$ cat src/cache_geom_pkg.sv
package cache_geom_pkg;

    ////////////////////////////////////////////////////////////
    // Address and data geometry
    ////////////////////////////////////////////////////////////

    // Processor and memory address
    localparam int addr_width = 32;
    // Processor data word
    localparam int word_width = 64;
    // One cache line, also the memory bus data width
    localparam int line_width = 256;

    // Address split, tag above index above byte offset
    localparam int offset_width = 5;
    localparam int index_width = 6;
    localparam int tag_width = addr_width - index_width - offset_width;

    localparam int num_sets = 1 << index_width;

    typedef struct packed {
        logic [tag_width-1:0]    tag;
        logic [index_width-1:0]  index;
        logic [offset_width-1:0] offset;
    } addr_fields_t;

    // Raw view at the port, field view for line addresses
    typedef union packed {
        logic [addr_width-1:0] raw;
        addr_fields_t          fields;
    } cache_addr_u;

    // Stored per set and way
    typedef struct packed {
        logic                 dirty;
        logic                 valid;
        logic [tag_width-1:0] tag;
    } tag_entry_t;

    typedef logic [line_width-1:0] line_t;
    typedef logic [word_width-1:0] word_t;

endpackage

$ cat src/cache_ctrl_pkg.sv
package cache_ctrl_pkg;

    ////////////////////////////////////////////////////////////
    // Controller encodings
    ////////////////////////////////////////////////////////////

    // Main controller states
    typedef enum logic [2:0] {
        st_idle    = 3'd0,
        st_lookup  = 3'd1,
        st_miss    = 3'd2,
        st_replace = 3'd3,
        st_refill  = 3'd4,
        st_write   = 3'd5
    } state_t;

    // Access size on the processor port
    localparam logic [1:0] len_byte = 2'd0;
    localparam logic [1:0] len_half = 2'd1;
    localparam logic [1:0] len_word = 2'd2;
    localparam logic [1:0] len_dword = 2'd3;

endpackage

$ cat src/cache_fsm.sv
`timescale 1ns/1ps

module cache_fsm (
    input  logic                                      clk,
    input  logic                                      rst_n,
    input  logic                                      valid_in,
    input  logic                                      write,
    input  cache_geom_pkg::cache_addr_u               addr,
    input  cache_geom_pkg::word_t                     data_in,
    input  logic [1:0]                                len,
    input  logic                                      hit,
    input  logic                                      victim_dirty,
    input  logic [cache_geom_pkg::tag_width-1:0]      victim_tag,
    input  logic                                      r_rdy,
    input  logic                                      w_rdy,
    input  logic                                      re_valid,
    output cache_ctrl_pkg::state_t                    state,
    output cache_geom_pkg::cache_addr_u               req_addr,
    output cache_geom_pkg::word_t                     req_data,
    output logic [1:0]                                req_len,
    output logic                                      req_write,
    output logic                                      victim_way,
    output logic                                      addr_ok,
    output logic                                      data_ok,
    output logic                                      r_req,
    output logic                                      w_req,
    output logic [cache_geom_pkg::addr_width-1:0]     r_addr,
    output logic [cache_geom_pkg::addr_width-1:0]     w_addr
);

    cache_ctrl_pkg::state_t state_next;
    cache_geom_pkg::cache_addr_u wb_addr;
    cache_geom_pkg::cache_addr_u rd_addr;
    logic accept;

    ////////////////////////////////////////////////////////////
    // Processor handshake
    ////////////////////////////////////////////////////////////

    // Ready in idle, or while a read hit finishes
    assign addr_ok = (state == cache_ctrl_pkg::st_idle)
        || ((state == cache_ctrl_pkg::st_lookup) && hit && !req_write);
    assign accept = valid_in && addr_ok;

    // Read data from a hit or straight off the refill
    assign data_ok = !req_write
        && (((state == cache_ctrl_pkg::st_lookup) && hit)
        || ((state == cache_ctrl_pkg::st_refill) && re_valid));

    always_comb begin
        state_next = state;
        case (state)
            cache_ctrl_pkg::st_idle: begin
                if (valid_in) begin
                    state_next = cache_ctrl_pkg::st_lookup;
                end
            end
            cache_ctrl_pkg::st_lookup: begin
                if (!hit) begin
                    state_next = cache_ctrl_pkg::st_miss;
                end else if (req_write) begin
                    state_next = cache_ctrl_pkg::st_write;
                end else if (!valid_in) begin
                    state_next = cache_ctrl_pkg::st_idle;
                end
            end
            // Clean victims skip the write-back
            cache_ctrl_pkg::st_miss: begin
                if (w_rdy || !victim_dirty) begin
                    state_next = cache_ctrl_pkg::st_replace;
                end
            end
            cache_ctrl_pkg::st_replace: begin
                if (r_rdy) begin
                    state_next = cache_ctrl_pkg::st_refill;
                end
            end
            cache_ctrl_pkg::st_refill: begin
                if (re_valid) begin
                    state_next = cache_ctrl_pkg::st_idle;
                end
            end
            default: state_next = cache_ctrl_pkg::st_idle;
        endcase
    end

    // State and replacement toggle
    always_ff @(posedge clk or negedge rst_n) begin
        if (!rst_n) begin
            state <= cache_ctrl_pkg::st_idle;
            victim_way <= 1'b0;
        end else begin
            state <= state_next;
            if (state == cache_ctrl_pkg::st_lookup) begin
                victim_way <= ~victim_way;
            end
        end
    end

    // Request latch
    always_ff @(posedge clk) begin
        if (accept) begin
            req_addr <= addr;
            req_data <= data_in;
            req_len <= len;
            req_write <= write;
        end
    end

    ////////////////////////////////////////////////////////////
    // Memory bus requests
    ////////////////////////////////////////////////////////////

    // Line-aligned addresses built from the field view
    always_comb begin
        wb_addr = '0;
        wb_addr.fields.tag = victim_tag;
        wb_addr.fields.index = req_addr.fields.index;
        rd_addr = req_addr;
        rd_addr.fields.offset = '0;
    end

    assign w_addr = wb_addr.raw;
    assign r_addr = rd_addr.raw;
    assign w_req = (state == cache_ctrl_pkg::st_miss) && victim_dirty;
    assign r_req = state == cache_ctrl_pkg::st_replace;

endmodule

$ cat config.mk
export PLATFORM = sky130hd
export DESIGN_NAME = cache_fsm
export DESIGN_NICKNAME = d
export VERILOG_FILES = /design/src/cache_geom_pkg.sv /design/src/cache_ctrl_pkg.sv /design/src/cache_fsm.sv
export SDC_FILE = /design/constraint.sdc
export NUM_CORES = 1
export LEC_CHECK = 0
export BUFFER_PORTS_ARGS = -buffer_cell sky130_fd_sc_hd__buf_2
export CAP_MARGIN = 20
export CORE_AREA = 4 4 113 115
export CTS_CLUSTER_DIAMETER = 150
export CTS_CLUSTER_SIZE = 20
export DETAILED_ROUTE_END_ITERATION = 10
export DIE_AREA = 0 0 117 119
export GPL_ROUTABILITY_DRIVEN = 1
export PLACE_DENSITY = 0.68
export SLEW_MARGIN = 20
export SYNTH_ARGS = -nofsm -noshare
export SYNTH_HDL_FRONTEND = slang
export SYNTH_SLANG_ARGS = --single-unit
$ cat constraint.sdc
create_clock -name clk -period 4.9 [get_ports clk]
set_input_delay 0.98 -clock clk [delete_from_list [all_inputs] [get_ports clk]]
set_output_delay 0.98 -clock clk [all_outputs]
set_load 0.02 [all_outputs]
==> impl_metrics.sql <==
INSERT INTO impl_metrics (metric_group, metric, value, unit) VALUES
('sta', 'drv_slew', '0', ''),
('grt', 'grt_antenna_before_repair', '0', ''),
('sta', 'worst-slew-pin-transition', '0.659', 'ns'),
('synth', 'synth_edf_count', '99', ''),
('drt', 'wire_per_inst', '15.6', 'um'),
('place', 'post-place-cells', '537', ''),
('place', 'gp_congestion', '0.777', ''),
('drt', 'detail_route.wirelength.met1', '3.02', 'mm'),
('floorplanning', 'floorplan.initialDensity', '32.6', '%'),
('synth', 'synth.ff_latch_count', '103', ''),
('setup_path', 'worst-endpoint-arrival', '1.75', 'ns'),
('floorplanning', 'die_width', '117', 'um'),
('floorplanning', 'rows', '40', ''),
('drt', 'detail_route_met2_wl', '4.49', 'mm'),
('grt', 'globalRouteOverflowTotal', '0', ''),
('synth', 'seq_area_frac_synth', '79.7', '%'),
('clock_tree', 'ctsHoldBuffers', '0', ''),
('grt', 'grt_usage', '11.7', '%'),
('floorplanning', 'placeableCoreArea', '11800', 'um2'),
('layout', 'layout_common_cells', 'sky130_fd_sc_hd__buf_2, sky130_fd_sc_hd__edfxtp_1, sky130_fd_sc_hd__conb_1', ''),
('floorplanning', 'die_h', '119', 'um'),
('floorplanning', 'die_area', '13900', 'um2'),
('drt', 'via_total_after_detailed_routing', '2316', ''),
('sta', 'hold_viol_final', '0', ''),
('drt', 'avgViaCountPerCell', '4.20', ''),
('clock_tree', 'cts_htree_levels', '3', ''),
('place', 'port_buffer_count', '246', ''),
('synth', 'yosys_most_used_dff', 'sky130_fd_sc_hd__edfxtp_1', ''),
('drt', 'post-route-drc-count', '0', ''),
('power_and_ir_drop', 'vdd.ir_drop.worst', '0.491', 'mV'),
('clock_tree', 'post_cts.resized_instances', '0', ''),
('synth', 'synth-warning-count', '0', ''),
('sta', 'max_slew_margin', '56.1', '%'),
('clock_tree', 'cts_max_path_buffers', '2', ''),
('drt', 'drt-pass1-iter-count', '4', ''),
('place', 'setup_ws_pre_cts', '2.02', 'ns'),
('setup_path', 'startpoint_type', 'primary input', ''),
('sta', 'fmax', '0.366', 'GHz'),
('layout', 'layout-drive-gt1-share', '66.7', '%'),
('synth', 'asyncSetResetFlopFracSynth', '3.88', '%'),
('outcome', 'outcome', 'finished, final reports clean', ''),
('clock_tree', 'clock-root-buffer', 'sky130_fd_sc_hd__clkbuf_16', ''),
('clock_tree', 'cts_buffers', '9', ''),
('sta', 'fin_crit_sh', '55.7', '%'),
('layout', 'post_layout_nonfiller_instances', '552', ''),
('power_and_ir_drop', 'power_per_cell_area', '549', 'nW/um2'),
('layout', 'fillers', '1089', ''),
('drt', 'dr_wl_met3', '903', 'um'),
('layout', 'mostFrequentLayoutCell', 'sky130_fd_sc_hd__buf_2', ''),
('synth', 'synth_area', '3850', 'um2'),
('clock_tree', 'tritoncts', 'done', ''),
('job', 'drv.max_cap_violation_count', '0', ''),
('power_and_ir_drop', 'power.leakage', '2.25', 'nW'),
('setup_path', 'endpoint_kind_of_the_worst_setup_timing_path', 'output pin', ''),
('drt', 'drt.antenna.violating_nets', '0', ''),
('layout', 'nNetsFinal', '529', ''),
('drt', 'iteration_0_drc_markers', '78', ''),
('sta', 'setup_slack', '2.17', 'ns'),
('place', 'detailed_place_hpwl', '6.78', 'mm'),
('sta', 'fin_skew', '0.00417', 'ns'),
('drt', 'routed.top_layer', 'met4', ''),
('clock_tree', 'numClockSinks', '103', ''),
('setup_path', 'crit_path_max_fanout', '6', ''),
('sta', 'accumulated_negative_setup_slack', '0', 'ns'),
('synth', 'synthDistinctLibCells', '29', ''),
('grt', 'vias_in_the_first_global_route', '2296', ''),
('clock_tree', 'clock_latency', '0.33', 'ns'),
('grt', 'grt_start_max_net_pins', '53', ''),
('drt', 'drt_wl_total', '8.62', 'mm'),
('floorplanning', 'design.portCount', '299', ''),
('synth', 'post_synth_and_or_nand_nor_area_fraction', '3.51', '%');
## metrics by stage
| step | utilization, % | hold WS, ns | power (mW) | instance area, um2 |
|---|---|---|---|---|
| after floorplan | - | 0.578 | 1.96 | 3890 |
| after global placement | 40.6 | 0.452 | 2.12 | 4800 |
| after detailed placement | 40.9 | 0.454 | 2.16 | 4830 |
| after CTS | 43.2 | 0.411 | 2.85 | 5100 |
| after global routing | 43.2 | 0.412 | 2.95 | 5100 |
| final | 43.2 | 0.435 | 2.80 | 5100 |
## power breakdown
part / total (mW) / internal (mW) / leakage (nW) / switching [mW]
sequential: 1.29 / 1.21 / 0.971 / 0.0852
combinational: 0.834 / 0.279 / 1.14 / 0.555
clock: 0.675 / 0.389 / 0.133 / 0.286
## synth_stat cells (2+ instances only)
cell type / instances / area (um2)
sky130_fd_sc_hd__dfrtp_1: 4 / 100
sky130_fd_sc_hd__mux2_4: 2 / 30.0
sky130_fd_sc_hd__inv_1: 2 / 7.51
sky130_fd_sc_hd__buf_4: 66 / 495
sky130_fd_sc_hd__nor2_1: 3 / 11.3
sky130_fd_sc_hd__nand2_1: 2 / 7.51
sky130_fd_sc_hd__a21oi_1: 2 / 10.0
sky130_fd_sc_hd__edfxtp_1: 99 / 2970
## registers in the layout, summed over array words and instances, names as in the netlist
register	count
req_write	1
req_len	2
req_addr	32
req_data	64
victim_way	1
state	3
## final cells by class
cell class	count	area (um2)	area share (%)
Timing Repair Buffer	247	1260	24.7
Multi-Input combinational cell	38	303	5.93
Sequential cell	103	3070	60.2
Inverter	2	7.51	0.147
Clock inverter	5	50.0	0.980
Clock buffer	10	229	4.49
Tap cell	147	184	3.60
## critical path, cell delays in order
cell and delay [ns]:
sky130_fd_sc_hd__buf_2 0.15, sky130_fd_sc_hd__nand2b_1 0.09, sky130_fd_sc_hd__a211oi_1 0.31, sky130_fd_sc_hd__buf_2 0.23
## per-layer routing
metal	GRT usage (%)	up-vias
li1	-	1054
met5	0	-
met1	12.2	1101
met4	6.31	0
met3	3.86	17
met2	20.3	144
## path summary, 6_finish.rpt
kind                       depth (start not counted)                      to              startpoint
setup / recovery                                   4                 addr_ok                     hit
hold / removal                                     1  victim_way$_DFFE_PN0N_                   rst_n
setup reg to reg                                   4  req_addr[12]$_DFFE_PP_     req_write$_DFFE_PP_
hold reg to reg                                    1  victim_way$_DFFE_PN0N_  victim_way$_DFFE_PN0N_
max in group asynchronous                          1    state[1]$_DFFE_PN0P_                   rst_n
min in group clk                                   1  victim_way$_DFFE_PN0N_  victim_way$_DFFE_PN0N_
## logic make-up after synthesis
family                    after synthesis
and+or+nand+nor                        17
other                                   1
AOI/OAI and AO/OA                       7
muxes                                   3
xor gates and xnor gates                1
buffers and inverters                  69
DFF                                   103
No activity file was read; power rests on OpenSTA's default activity.
