$ cat src/cache_geom_pkg.sv
package cache_geom_pkg;

    ////////////////////////////////////////////////////////////
    // Address and data geometry
    ////////////////////////////////////////////////////////////

    // Processor and memory address
    localparam int addr_width = 32;
    // Processor data word
    localparam int word_width = 64;
    // One cache line, also the memory bus data width
    localparam int line_width = 256;

    // Address split, tag above index above byte offset
    localparam int offset_width = 5;
    localparam int index_width = 6;
    localparam int tag_width = addr_width - index_width - offset_width;

    localparam int num_sets = 1 << index_width;

    typedef struct packed {
        logic [tag_width-1:0]    tag;
        logic [index_width-1:0]  index;
        logic [offset_width-1:0] offset;
    } addr_fields_t;

    // Raw view at the port, field view for line addresses
    typedef union packed {
        logic [addr_width-1:0] raw;
        addr_fields_t          fields;
    } cache_addr_u;

    // Stored per set and way
    typedef struct packed {
        logic                 dirty;
        logic                 valid;
        logic [tag_width-1:0] tag;
    } tag_entry_t;

    typedef logic [line_width-1:0] line_t;
    typedef logic [word_width-1:0] word_t;

endpackage

$ cat src/cache_ctrl_pkg.sv
package cache_ctrl_pkg;

    ////////////////////////////////////////////////////////////
    // Controller encodings
    ////////////////////////////////////////////////////////////

    // Main controller states
    typedef enum logic [2:0] {
        st_idle    = 3'd0,
        st_lookup  = 3'd1,
        st_miss    = 3'd2,
        st_replace = 3'd3,
        st_refill  = 3'd4,
        st_write   = 3'd5
    } state_t;

    // Access size on the processor port
    localparam logic [1:0] len_byte = 2'd0;
    localparam logic [1:0] len_half = 2'd1;
    localparam logic [1:0] len_word = 2'd2;
    localparam logic [1:0] len_dword = 2'd3;

endpackage

$ cat src/tag_array.sv
`timescale 1ns/1ps

module tag_array (
    input  logic                                  clk,
    input  logic                                  rst_n,
    input  logic [cache_geom_pkg::index_width-1:0] index,
    input  cache_ctrl_pkg::state_t                state,
    input  cache_geom_pkg::cache_addr_u           req_addr,
    input  logic                                  req_write,
    input  logic                                  victim_way,
    input  logic                                  re_valid,
    output logic                                  hit,
    output logic                                  hit_way,
    output logic                                  victim_dirty,
    output logic [cache_geom_pkg::tag_width-1:0]  victim_tag
);

    logic [cache_geom_pkg::tag_width-1:0] tag_mem [2][cache_geom_pkg::num_sets];
    logic [cache_geom_pkg::num_sets-1:0] valid_bits [2];
    logic [cache_geom_pkg::num_sets-1:0] dirty_bits [2];
    logic [cache_geom_pkg::tag_width-1:0] rd_tag [2];
    logic [1:0] rd_valid;
    logic [1:0] rd_dirty;
    cache_geom_pkg::tag_entry_t rd_entry [2];
    cache_geom_pkg::tag_entry_t held_entry [2];
    logic [1:0] way_hit;
    logic hit_way_q;
    logic refill_we;
    logic write_we;

    assign refill_we = (state == cache_ctrl_pkg::st_refill) && re_valid;
    assign write_we = state == cache_ctrl_pkg::st_write;

    // Tag field storage
    always_ff @(posedge clk) begin
        if (refill_we) begin
            tag_mem[victim_way][index] <= req_addr.fields.tag;
        end
        for (int w = 0; w < 2; w++) begin
            rd_tag[w] <= tag_mem[w][index];
        end
    end

    // Valid and dirty flags
    always_ff @(posedge clk or negedge rst_n) begin
        if (!rst_n) begin
            for (int w = 0; w < 2; w++) begin
                valid_bits[w] <= '0;
                dirty_bits[w] <= '0;
            end
            rd_valid <= '0;
            rd_dirty <= '0;
            hit_way_q <= 1'b0;
        end else begin
            for (int w = 0; w < 2; w++) begin
                rd_valid[w] <= valid_bits[w][index];
                rd_dirty[w] <= dirty_bits[w][index];
            end
            // New line is dirty at once on a write miss
            if (refill_we) begin
                valid_bits[victim_way][index] <= 1'b1;
                dirty_bits[victim_way][index] <= req_write;
            end
            if (write_we) begin
                dirty_bits[hit_way_q][index] <= 1'b1;
            end
            if (state == cache_ctrl_pkg::st_lookup) begin
                hit_way_q <= way_hit[1];
            end
        end
    end

    ////////////////////////////////////////////////////////////
    // Hit compare and victim
    ////////////////////////////////////////////////////////////

    always_comb begin
        for (int w = 0; w < 2; w++) begin
            rd_entry[w] = '{dirty: rd_dirty[w], valid: rd_valid[w], tag: rd_tag[w]};
            way_hit[w] = rd_entry[w].valid && (rd_entry[w].tag == req_addr.fields.tag);
        end
    end

    // Entries kept for the miss path
    always_ff @(posedge clk) begin
        if (state == cache_ctrl_pkg::st_lookup) begin
            held_entry <= rd_entry;
        end
    end

    assign hit = |way_hit;
    assign hit_way = (state == cache_ctrl_pkg::st_lookup) ? way_hit[1] : hit_way_q;
    assign victim_dirty = held_entry[victim_way].valid && held_entry[victim_way].dirty;
    assign victim_tag = held_entry[victim_way].tag;

endmodule

$ cat config.mk
export PLATFORM = sky130hd
export DESIGN_NAME = tag_array
export DESIGN_NICKNAME = d
export VERILOG_FILES = /design/src/cache_geom_pkg.sv /design/src/cache_ctrl_pkg.sv /design/src/tag_array.sv
export SDC_FILE = /design/constraint.sdc
export NUM_CORES = 2
export LEC_CHECK = 0
export BUFFER_PORTS_ARGS = -buffer_cell sky130_fd_sc_hd__buf_2
export CORE_ASPECT_RATIO = 0.7
export CORE_MARGIN = 4
export CORE_UTILIZATION = 29
export DETAILED_ROUTE_END_ITERATION = 8
export PLACE_DENSITY_LB_ADDON = 0.05
export SYNTH_ARGS = -nofsm -noshare
export SYNTH_HDL_FRONTEND = slang
export SYNTH_SLANG_ARGS = --single-unit
$ cat constraint.sdc
create_clock -name clk -period 4.6 [get_ports clk]
set_input_delay 0 -clock clk [delete_from_list [all_inputs] [get_ports clk]]
set_output_delay 0 -clock clk [all_outputs]
set_load 0.03 [all_outputs]
==> key figures <==
Worst setup path
  – Critical-path maximum fanout: 61
  – CP Capture Type: register
  – Crit path largest cell delay: 700 ps
  – Crit Path Category: in -> reg
  – Critical Path Start Type: input port
  – CP bufs+invs: 4
  – Stages on worst setup path: 9
  – Worst r2r path cells: 5
  – Cell family with most CP delay: buffers and inverters
  – Critical Path RT: 5370 ps
  – Crit-path slowest cell: or4_1
  – Worst path cell trace: dlygate4sd3_1 -> buf_8 -> nand2b_4 -> buf_12 -> buf_4 -> o22ai_1 -> a21oi_1 -> o221ai_1 -> or4_1
  – WP data arrival: 4290 ps

Placed design
  – Final GP Congestion: 0.7873
  – Dpl hpwl: 258.0 mm
  – Port Buf Inserts: 58
  – Dpl cells: 12480

Hold path
  – Type of the most critical hold path: in -> reg
  – Worst Hold Path Cells: 2

Route
  – Post-DRT Antenna Nets: 0
  – First-pass DRT Iterations: 8
  – Vias per cell: 5.157
  – Wire per inst: 32.63 µm
  – Vias: 68170
  – DRT Wirelength: 431.4 mm
  – Initial DRC Count: 6719
  – DRC viols: 0

Yosys
  – Async SR Flop Fraction: 0.08594
  – Most used DFF post-synth: edfxtp_1
  – Synthesized flop and latch total: 3037
  – Register area share after synthesis: 0.7547
  – Yosys cell types: 60
  – Post-synth EDFFs: 2734
  – Mapped Avg Cell Area: 16.70 µm²
  – Mapped Area: 118500 µm²
  – Synth Net Count: 7143
  – Ys Warns: 0
  – Syn Inst Count: 7097

Global routing
  – GR Overflow Total: 0
  – First-pass GRT wire length: 585.4 mm
  – Vias in the first global route: 66630
  – Largest net degree at the start of global routing: 145
  – Total GRT Usage: 0.2011
  – Initial antenna violation count: 78

Clock network
  – H-tree depth: 5
  – # resized after CTS: 0
  – Clock-pin slew on the worst setup and hold paths: 60 ps
  – Worst skew pair latency: 920 ps
  – Clock tree from TritonCTS: done
  – Clk buf depth: 4
  – TritonCTS Sinks: 3037
  – Postcts setup bufs: 0
  – TritonCTS buffer count: 329
  – CTS Root Buffer Type: clkbuf_16

Timing
  – Setup_tns: 0 ps
  – Max Slew Vio Count: 9
  – F_max: 283.9 MHz
  – Max_slew headroom: -0.002128
  – RSZ-0062 raised after global routing: no
  – Hold Fails Final Rpt: 0
  – Clk_skew: 56.61 ps
  – Final Setup Violations: 0
  – Worst slew pin tran: 1503 ps
  – Final Cycle Share: 0.7657
  – Minimum clock period: 3522 ps

Power and ir drop
  – Final Power: 59.21 mW
  – Worst vdd ir: 0.0002734 V
  – P_leak: 46.34 nW
  – Pwr Density: 427.5 nW/µm²

Flow run
  – MaxCap Viol Count: 2

Cells and area
  – Area Overhead vs Synth: 16.84%
  – Multi-input logic area: 27220 µm²
  – Fill cell count: 39030
  – Final std cells w/o fill: 13220
  – Fin nets: 7457
  – Share of cells above drive strength 1: 0.1825
  – Sequential cell area: 89470 µm²

Floorplanning
  – Initial Util: 0.2912
  – Die Wd: 772.2 µm
  – Full die area: 419200 µm²
  – Site Rows: 196
  – Core ar.: 407100 µm²
  – I/O pin count: 70
  – DIE HEIGHT: 542.9 µm

Status
  – Failing checks: capacitance limit, slew limit
  – Status: finished with violations
==> routing by layer <==
metal | vias to the layer above | track usage | share of wire
li1 | 29360 | - | -
met1 | 36520 | 0.3103 | 0.50
met2 | 1844 | 0.2964 | 0.43
met3 | 437 | 0.03234 | 0.055
met4 | 8 | 0.04130 | 0.020
met5 | - | 0 | 0.00014
==> worst paths after layout <==
kind | startpoint | end | slack (ps)
worst max-delay path | index[0] | rd_tag[0][19] | 1080
worst min-delay path | req_addr[22] | tag_mem[0][1124] | 110
worst max register to register | tag_mem[1][585] | rd_tag[0][39] | 1770
worst min register to register | rd_dirty[0] | held_entry[45] | 450
max in group asynchronous | rst_n | valid_bits[47] | 2450
min in group asynchronous | rst_n | valid_bits[32] | 450
==> kinds of logic (layout without fill, tap and decap cells) <==
kind of cell / Yosys count / after routing / share of synthesized area
buffers and inverters: 525 / 1094 / 0.02063
XOR/XNOR: 42 / 42 / 0.003103
AND/OR/NAND/NOR: 951 / 951 / 0.04376
AO/OA/AOI/OAI: 1749 / 1749 / 0.1036
other: 0 / 108 / 0
multiplexers: 793 / 793 / 0.07420
flip-flops: 3037 / 3037 / 0.7547
==> timing repair <==
item / in CTS / in global routing
endpoints found under the hold margin: 1829 / 0
hold buffers: 41 / 0
setup endpoints to repair: 0 / 0
==> worst register-to-register path: stages (launching register included) <==
cell      delay [ps]
edfxtp_1         350
or3b_2           190
a21oi_1           60
o31ai_1          570
o221ai_1         790
or4_1            750
==> layout make-up <==
class / count / area share
antenna: 108 / 0.001951
inverter: 5 / 0.0002168
tap: 5445 / 0.04919
multi-input combinational: 3535 / 0.1965
clock inverter: 150 / 0.007859
clock buffer: 436 / 0.06391
timing repair buffer: 503 / 0.03437
sequential: 3037 / 0.6460
==> stage by stage <==
stage            util  worst slack (ps)  area, µm²  hold WS [ps]
3_3_place_gp   0.3141             904.8     127900        -171.2
6_report       0.3402              1078     138500         107.6
2_1_floorplan       -              1611     118500        -295.6
5_1_grt        0.3397              1010     138300         44.76
4_1_cts        0.3395              1046     138200         20.29
3_5_place_dp   0.3141             871.9     127900        -172.0
==> Yosys cell counts, types with 4 or more instances <==
master,n,share of area
a21oi_1,319,0.013
nor2_1,151,0.0048
a31oi_1,45,0.0024
a221oi_1,37,0.0027
inv_1,4,0.00013
nor2b_1,7,0.00037
nand4_1,10,0.00053
o22ai_1,300,0.016
nor3b_1,6,0.00038
and3_1,8,0.00042
xnor2_1,18,0.0013
o21ai_0,265,0.011
a222oi_1,41,0.0035
nand3b_1,5,0.00032
mux4_2,65,0.012
buf_4,27,0.0017
dfxtp_1,42,0.0071
or2_2,130,0.0069
mux2_2,36,0.0034
dfrtp_1,261,0.055
a211o_1,41,0.0030
nand2_1,253,0.0080
o31ai_1,46,0.0029
or3b_2,93,0.0069
buf_6,26,0.0025
nand3_1,96,0.0041
nand2b_1,86,0.0045
o22a_1,44,0.0033
nor4_1,7,0.00037
a22oi_1,202,0.013
buf_1,62,0.0020
clkbuf_1,262,0.0083
a221o_1,167,0.014
a22o_1,47,0.0035
o2bb2ai_1,124,0.0092
and2_1,5,0.00026
a22oi_2,18,0.0019
or4_1,82,0.0052
o221ai_1,41,0.0030
mux2i_1,692,0.058
xor2_1,24,0.0018
edfxtp_1,2734,0.69
buf_2,143,0.0060
==> where the power goes <==
part           switching [mW]  leakage, nW  internal (mW)
clock network            11.1         4.85           14.1
registers               0.210         28.5           30.3
logic                    2.51         13.0           1.01
==> layout by cell type, fill, tap and decap left out, types with 42 or more instances in the layout <==
master	Yosys	layout
a21oi_1	319	319
a221o_1	167	167
a22o_1	47	47
a22oi_1	202	202
buf_12	0	69
buf_4	27	336
clkbuf_1	262	92
clkbuf_16	0	335
clkinv_1	1	70
clkinv_2	0	49
dfrtp_1	261	261
dfxtp_1	42	42
diode_2	0	108
edfxtp_1	2734	2734
mux2i_1	692	692
mux4_2	65	65
nand2_1	253	246
nand2b_1	86	84
nand3_1	96	95
nor2_2	2	121
o21ai_0	265	265
o22a_1	44	44
o22ai_1	300	300
o2bb2ai_1	124	124
or2_2	130	129
or3b_2	93	93
or4_1	82	82
==> flip-flops by register name (all words and copies together), names as in the netlist <==
signal / cells
hit_way_q: 1
rd_dirty: 2
dirty_bits: 128
held_entry: 46
tag_mem: 2688
rd_valid: 2
rd_tag: 42
valid_bits: 128
(Power assumes the default switching activity.)
